<file path="config.mk">
export PLATFORM = sky130hd
export DESIGN_NAME = cpu_top
export DESIGN_NICKNAME = d
export VERILOG_FILES = /design/src/verilog/cpu_ctrl_pkg.sv /design/src/verilog/cpu_isa_pkg.sv /design/src/verilog/cpu_datapath.sv /design/src/verilog/cpu_sequencer.sv /design/src/verilog/cpu_top.sv /design/src/verilog/program_counter.sv /design/src/verilog/program_ram.sv
export SDC_FILE = /design/constraint.sdc
export NUM_CORES = 1
export LEC_CHECK = 0
export BUFFER_PORTS_ARGS = -buffer_cell sky130_fd_sc_hd__buf_2
export CORE_MARGIN = 4
export CORE_UTILIZATION = 55
export DETAILED_ROUTE_END_ITERATION = 12
export PLACE_DENSITY_LB_ADDON = 0.12
export SLEW_MARGIN = 20
export SYNTH_ARGS = -nofsm -noshare
export SYNTH_HDL_FRONTEND = slang
export SYNTH_SLANG_ARGS = --single-unit
</file>
<file path="constraint.sdc">
create_clock -name clk -period 11 [get_ports clk]
set_input_delay 0.55 -clock clk [delete_from_list [all_inputs] [get_ports clk]]
set_output_delay 0.55 -clock clk [all_outputs]
set_load 0.01 [all_outputs]
</file>
<file path="src/verilog/cpu_ctrl_pkg.sv">
////////////////////////////////////////
// control states of the CPU sequencer
////////////////////////////////////////

package cpu_ctrl_pkg;

  // idle while run is low, then fetch and execute alternate
  typedef enum logic [1:0] {
    seq_idle  = 2'd0,
    seq_fetch = 2'd1,
    seq_exec  = 2'd2
  } seq_state_e;

endpackage

</file>
<file path="src/verilog/cpu_isa_pkg.sv">
////////////////////////////////////////
// instruction set of the 8-bit CPU
// instr is {opcode, operand}, 4 bits each
// opcodes 12..15 are not defined and act as no-ops
////////////////////////////////////////

package cpu_isa_pkg;

  // register and data byte width
  localparam int data_width = 8;

  // instruction fields, upper and lower nibble
  localparam int opcode_width = 4;
  localparam int operand_width = 4;

  typedef enum logic [opcode_width-1:0] {
    op_nop    = 4'd0,
    op_lda_lo = 4'd1,
    op_lda_hi = 4'd2,
    op_ldb_lo = 4'd3,
    op_ldb_hi = 4'd4,
    op_ldc_lo = 4'd5,
    op_ldc_hi = 4'd6,
    op_add    = 4'd7,
    op_sub    = 4'd8,
    op_mul    = 4'd9,
    op_out    = 4'd10,
    op_in     = 4'd11
  } opcode_e;

  // operand of IN and OUT, values above 2 select nothing
  typedef enum logic [operand_width-1:0] {
    reg_a = 4'd0,
    reg_b = 4'd1,
    reg_c = 4'd2
  } reg_sel_e;

endpackage

</file>
<file path="src/verilog/cpu_datapath.sv">
////////////////////////////////////////
// decoder, registers A/B/C and output port
// instr must be valid while exec_en is high
// arithmetic results are modulo 256
////////////////////////////////////////

`timescale 1ns/1ps

module cpu_datapath import cpu_isa_pkg::*; (
  input  logic                  clk,
  input  logic                  reset,
  input  logic                  exec_en,
  input  logic [data_width-1:0] instr,
  input  logic [data_width-1:0] in_data,
  output logic [data_width-1:0] out_data,
  output logic                  out_valid
);

  opcode_e                  opcode;
  logic [operand_width-1:0] operand;
  reg_sel_e                 sel;

  logic [data_width-1:0] a_q;
  logic [data_width-1:0] b_q;
  logic [data_width-1:0] c_q;

  logic [data_width-1:0] sum;
  logic [data_width-1:0] diff;
  logic [data_width-1:0] prod;

  ////////////////////////////////////////
  // decode
  ////////////////////////////////////////

  assign opcode  = opcode_e'(instr[data_width-1 -: opcode_width]);
  assign operand = instr[operand_width-1:0];
  assign sel     = reg_sel_e'(operand);

  ////////////////////////////////////////
  // arithmetic unit
  ////////////////////////////////////////

  // upper bits drop off, which gives the modulo
  assign sum  = a_q + b_q;
  assign diff = a_q - b_q;
  assign prod = a_q * b_q;

  ////////////////////////////////////////
  // registers and output
  ////////////////////////////////////////

  always_ff @(posedge clk) begin
    if (reset) begin
      a_q       <= '0;
      b_q       <= '0;
      c_q       <= '0;
      out_data  <= '0;
      out_valid <= 1'b0;
    end else begin
      out_valid <= 1'b0;
      if (exec_en) begin
        case (opcode)
          // nibble loads keep the other half
          op_lda_lo: a_q <= {a_q[data_width-1:operand_width], operand};
          op_lda_hi: a_q <= {operand, a_q[operand_width-1:0]};
          op_ldb_lo: b_q <= {b_q[data_width-1:operand_width], operand};
          op_ldb_hi: b_q <= {operand, b_q[operand_width-1:0]};
          op_ldc_lo: c_q <= {c_q[data_width-1:operand_width], operand};
          op_ldc_hi: c_q <= {operand, c_q[operand_width-1:0]};
          op_add:    c_q <= sum;
          op_sub:    c_q <= diff;
          op_mul:    c_q <= prod;
          op_in: begin
            case (sel)
              reg_a:   a_q <= in_data;
              reg_b:   b_q <= in_data;
              reg_c:   c_q <= in_data;
              default: ;
            endcase
          end
          op_out: begin
            // out of range operand gives no pulse
            case (sel)
              reg_a: begin
                out_data  <= a_q;
                out_valid <= 1'b1;
              end
              reg_b: begin
                out_data  <= b_q;
                out_valid <= 1'b1;
              end
              reg_c: begin
                out_data  <= c_q;
                out_valid <= 1'b1;
              end
              default: ;
            endcase
          end
          // nop and undefined opcodes 12..15
          default: ;
        endcase
      end
    end
  end

  // relies on the sequencer spacing execute cycles apart
  out_valid_single: assert property (
    @(posedge clk) disable iff (reset)
    out_valid |=> !out_valid
  );

endmodule

</file>
<file path="src/verilog/cpu_sequencer.sv">
////////////////////////////////////////
// two cycles per instruction while run is high
// run low during fetch drops that fetch, so the
// same address is read again on restart
////////////////////////////////////////

`timescale 1ns/1ps

module cpu_sequencer import cpu_ctrl_pkg::*; (
  input  logic clk,
  input  logic reset,
  input  logic run,
  output logic fetch_en,
  output logic exec_en
);

  seq_state_e state;
  seq_state_e state_next;

  always_ff @(posedge clk) begin
    if (reset) begin
      state <= seq_idle;
    end else begin
      state <= state_next;
    end
  end

  always_comb begin
    state_next = state;
    case (state)
      seq_idle: begin
        if (run) begin
          state_next = seq_fetch;
        end
      end
      // a fetch only counts if run is still high
      seq_fetch: state_next = run ? seq_exec : seq_idle;
      seq_exec:  state_next = run ? seq_fetch : seq_idle;
      default:   state_next = seq_idle;
    endcase
  end

  assign fetch_en = (state == seq_fetch);
  assign exec_en  = (state == seq_exec);

  // execute always follows a fetch, never itself
  exec_not_back_to_back: assert property (
    @(posedge clk) disable iff (reset)
    exec_en |=> !exec_en
  );

endmodule

</file>
<file path="src/verilog/cpu_top.sv">
////////////////////////////////////////
// 8-bit CPU, one instruction per 2 clocks
// out_valid has no back-pressure, every
// pulse must be taken by the environment
////////////////////////////////////////

`timescale 1ns/1ps

module cpu_top import cpu_isa_pkg::*; #(
  parameter int addr_width = 4
) (
  input  logic                  clk,
  input  logic                  reset,
  input  logic                  run,
  input  logic                  load_en,
  input  logic [addr_width-1:0] load_addr,
  input  logic [data_width-1:0] load_data,
  input  logic [data_width-1:0] in_data,
  output logic [data_width-1:0] out_data,
  output logic                  out_valid
);

  logic                  fetch_en;
  logic                  exec_en;
  logic [addr_width-1:0] pc;
  logic [data_width-1:0] instr;

  cpu_sequencer u_sequencer (
    .clk      (clk),
    .reset    (reset),
    .run      (run),
    .fetch_en (fetch_en),
    .exec_en  (exec_en)
  );

  program_counter #(.addr_width(addr_width)) u_pc (
    .clk     (clk),
    .reset   (reset),
    .exec_en (exec_en),
    .pc      (pc)
  );

  program_ram #(.addr_width(addr_width)) u_ram (
    .clk       (clk),
    .reset     (reset),
    .load_en   (load_en),
    .load_addr (load_addr),
    .load_data (load_data),
    .fetch_en  (fetch_en),
    .pc        (pc),
    .instr     (instr)
  );

  cpu_datapath u_datapath (
    .clk       (clk),
    .reset     (reset),
    .exec_en   (exec_en),
    .instr     (instr),
    .in_data   (in_data),
    .out_data  (out_data),
    .out_valid (out_valid)
  );

endmodule

</file>
<file path="src/verilog/program_counter.sv">
////////////////////////////////////////
// counts executed instructions only
// wraps at the memory depth
////////////////////////////////////////

`timescale 1ns/1ps

module program_counter #(
  parameter int addr_width = 4
) (
  input  logic                  clk,
  input  logic                  reset,
  input  logic                  exec_en,
  output logic [addr_width-1:0] pc
);

  // advance at the edge that ends the execute cycle
  always_ff @(posedge clk) begin
    if (reset) begin
      pc <= '0;
    end else if (exec_en) begin
      pc <= pc + 1'b1;
    end
  end

endmodule

</file>
<file path="src/verilog/program_ram.sv">
////////////////////////////////////////
// program store, 2**addr_width bytes
// load port writes on any edge with load_en
// read is registered, one cycle after fetch_en
////////////////////////////////////////

`timescale 1ns/1ps

module program_ram #(
  parameter int addr_width = 4
) (
  input  logic                  clk,
  input  logic                  reset,
  input  logic                  load_en,
  input  logic [addr_width-1:0] load_addr,
  input  logic [7:0]            load_data,
  input  logic                  fetch_en,
  input  logic [addr_width-1:0] pc,
  output logic [7:0]            instr
);

  localparam int depth = 2 ** addr_width;

  logic [7:0] mem [depth];

  // reset leaves an all-nop program
  always_ff @(posedge clk) begin
    if (reset) begin
      for (int i = 0; i < depth; i++) begin
        mem[i] <= '0;
      end
      instr <= '0;
    end else begin
      if (load_en) begin
        mem[load_addr] <= load_data;
      end
      if (fetch_en) begin
        instr <= mem[pc];
      end
    end
  end

  load_addr_known: assert property (
    @(posedge clk) disable iff (reset)
    load_en |-> !$isunknown(load_addr)
  );

endmodule
</file>
==> results.sh <==
export IMPL_startpoint="u_datapath.b_q[4]"
export IMPL_post_cts_buffers=0
export IMPL_syn_nets=862
export IMPL_cts_htree_levels=4
export IMPL_grt_start_max_net_pins=64
export IMPL_grt_overflow_total=0
export IMPL_layout_nets=872
export IMPL_ctsHoldBuffers=0
export IMPL_clk_latency_ns=0.42
export IMPL_holdCritPathClass="in2reg"
export IMPL_setup_viol=0
export IMPL_critPathMaxStageDelay_ns=0.55
export IMPL_critical_path_max_fanout=9
export IMPL_synth_edf_count=128
export IMPL_syn_area_per_cell_um2=11.9
export IMPL_ctsResizeCount=0
export IMPL_status="finished, final reports clean"
export IMPL_rr_startpoint="u_datapath.b_q[4]"
export IMPL_reg2regPathDepth=13
export IMPL_cts_inserted_buffers=17
export IMPL_yosysMostFrequentCell="and2_1"
export IMPL_crit_path_end_kind="flop"
export IMPL_cts_tree="done"
export IMPL_vias=6117
export IMPL_core_area_mm2=0.0168
export IMPL_r2r_slack_ns=6.92
export IMPL_dr_first_iter_drc_count=493
export IMPL_postSynthCellCount=799
export IMPL_synthTopCellsByCount="146 x and2_1, 128 x edfxtp_1, 56 x nor2_1"
export IMPL_clockBufferDepth=2
export IMPL_hold_viol=0
export IMPL_async_flop_share=0
export IMPL_grt_pass1_vias=6191
export IMPL_avgRoutedWirePerCell_um=21.3
export IMPL_gp_congestion=0.969
export IMPL_io_pins=33
export IMPL_viasPerCell=5.88
export IMPL_yosys_register_bits=175
export IMPL_layout_worst_path_cycle_share=0.371
export IMPL_synth_area_leaders="edfxtp_1 40%, dfxtp_1 9.9%, and2_1 9.6%"
export IMPL_critPathCapture="u_datapath.c_q[7]"
export IMPL_tightest_slew_ns=1.06
export IMPL_routed_wl_mm=22.2
export IMPL_grt_use_total=0.235
export IMPL_drc_errors=0
export IMPL_synth_cell_types=57
export IMPL_fp_dieH_um=139
export IMPL_n_antenna_cell=0
export IMPL_ant_nets=0
export IMPL_finalWorstSetupSlack_ns=6.92
export IMPL_path_cells="nand2_1, fa_1, inv_1, ha_1, inv_1, fa_1, fa_1, xor2_1, xnor3_1, xnor3_1, xnor3_1, a22oi_1, a311oi_1"
export IMPL_area_growth_pct=8.27
export IMPL_hold_start="run"
export IMPL_power_density_mw_per_mm2=133
export IMPL_clockRootBuffer="clkbuf_16"
export IMPL_die_x_um=139
export IMPL_tns_ns=0
export IMPL_grt_pass1_wl_mm=35.2
export IMPL_rows=47
export IMPL_slew_headroom=0.289
export IMPL_r2r_end="u_datapath.c_q[7]"
export IMPL_synth_flop_cell="edfxtp_1"
export IMPL_synth_top_cell_area_share=0.404
export IMPL_crit_required_ns=11.25
export IMPL_ys_seq_area_frac=0.503
export IMPL_io_buffer_count=32
export IMPL_slew_viol_final=0
export IMPL_clock_sinks=175
export IMPL_firstDrtPassIters=5
export IMPL_start_kind="flop"
export IMPL_worstPathArrival_ns=4.34
export IMPL_dpl_hpwl_mm=16.2
export IMPL_skew_ns=0.0118
export IMPL_yosys_warnings=0
export IMPL_initial_core_util=0.567
export IMPL_rsz0062_at_grt="false"
export IMPL_ir_worst_vdd_v=0.000140
export IMPL_drive_above_1_share=0.163
export IMPL_drv_cap=0
export IMPL_die_area_mm2=0.0194
export IMPL_fmax_mhz=245
export IMPL_post_route_min_period_ns=4.08
export IMPL_cpMaxStageDelayCell="fa_1"
export IMPL_synth_top_area_cell="edfxtp_1"
export IMPL_dp_slack_ns=6.90
export IMPL_power_leakage_uw=0.00361
export IMPL_synth_area_mm2=0.00951
export IMPL_worstSetupPathType="reg2reg"
export IMPL_cts_reportedPaths_clkPinSlew_ns=0.06
export IMPL_grt_antenna_before_repair=0
per-stage QoR:
stage	power [uW]	area, um^2	utilization	cells	hold WS (ns)
2_1_floorplan	811	9510	-	799	0.432
3_3_place_gp	840	9770	0.583	1010	0.447
3_5_place_dp	843	9770	0.583	1010	0.454
4_1_cts	1370	10300	0.614	1040	0.392
5_1_grt	1410	10300	0.614	1040	0.400
6_report	1370	10300	0.614	1040	0.404
state kept, by name, summed over array words and instances, names as in the netlist:
name                  count
u_datapath.out_data       8
u_sequencer.state         2
u_ram.mem               128
u_pc.pc                   4
u_ram.instr               8
u_datapath.c_q            8
u_datapath.out_valid      1
u_datapath.b_q            8
u_datapath.a_q            8
worst min-delay path by stage:
stage	end	slack, ns	depth (start not counted)
6_report	u_sequencer.state[0]	0.40	3
5_1_grt	u_sequencer.state[1]	0.40	3
4_1_cts	u_sequencer.state[0]	0.39	3
3_5_place_dp	u_datapath.c_q[1]	0.45	2
3_3_place_gp	u_sequencer.state[0]	0.45	1
2_1_floorplan	u_datapath.c_q[1]	0.43	2
logic make-up (layout without fill, tap and decap cells):
logic type	count (synthesis)	in the layout	synth area share
buf+inv	85	106	0.0376
compound gates	106	106	0.0817
fa+ha+maj	39	39	0.0616
mux	41	41	0.0958
flops	175	175	0.503
xor+xnor	28	28	0.0301
simple gates	325	325	0.190
area by class of cell:
type / instances / area (um^2)
inverter: 38 / 143
clock buffer: 18 / 429
sequential: 175 / 4790
clock inverter: 12 / 90.1
timing repair buffer: 38 / 205
tap: 220 / 275
multi-input combinational: 539 / 4360
fill: 1342 / 6470
report_power, final:
part	total (uW)	internal, uW	switching (uW)
logic	78.6	30.1	48.6
clock network	537	288	249
registers	750	736	14.1
total	1370	1050	311
placed cells by master (no fill, tap or decap), types with 24 or more instances in the layout:
master / count
buf_2: 32
edfxtp_1: 128
a21oi_1: 24
ha_1: 26
mux4_2: 40
nand2_1: 53
nor2_1: 56
dfxtp_1: 46
inv_1: 38
and2_1: 146
routing by layer:
| layer | wire, um | global-route usage | up-vias |
|---|---|---|---|
| li1 | - | - | 2892 |
| met1 | 8890 | 0.286 | 2991 |
| met2 | 11400 | 0.409 | 183 |
| met3 | 912 | 0.0384 | 51 |
| met4 | 950 | 0.112 | 0 |
| met5 | 0 | 0 | - |
critical path: cells and delay by family, from the launching register on:
kind / cells / cell delay [ns]
compound gates: 2 / 0.30
xor+xnor: 4 / 1.11
flops: 1 / 0.54
buf+inv: 2 / 0.09
simple gates: 1 / 0.13
fa+ha+maj: 4 / 1.77
(Power assumes the default switching activity.)
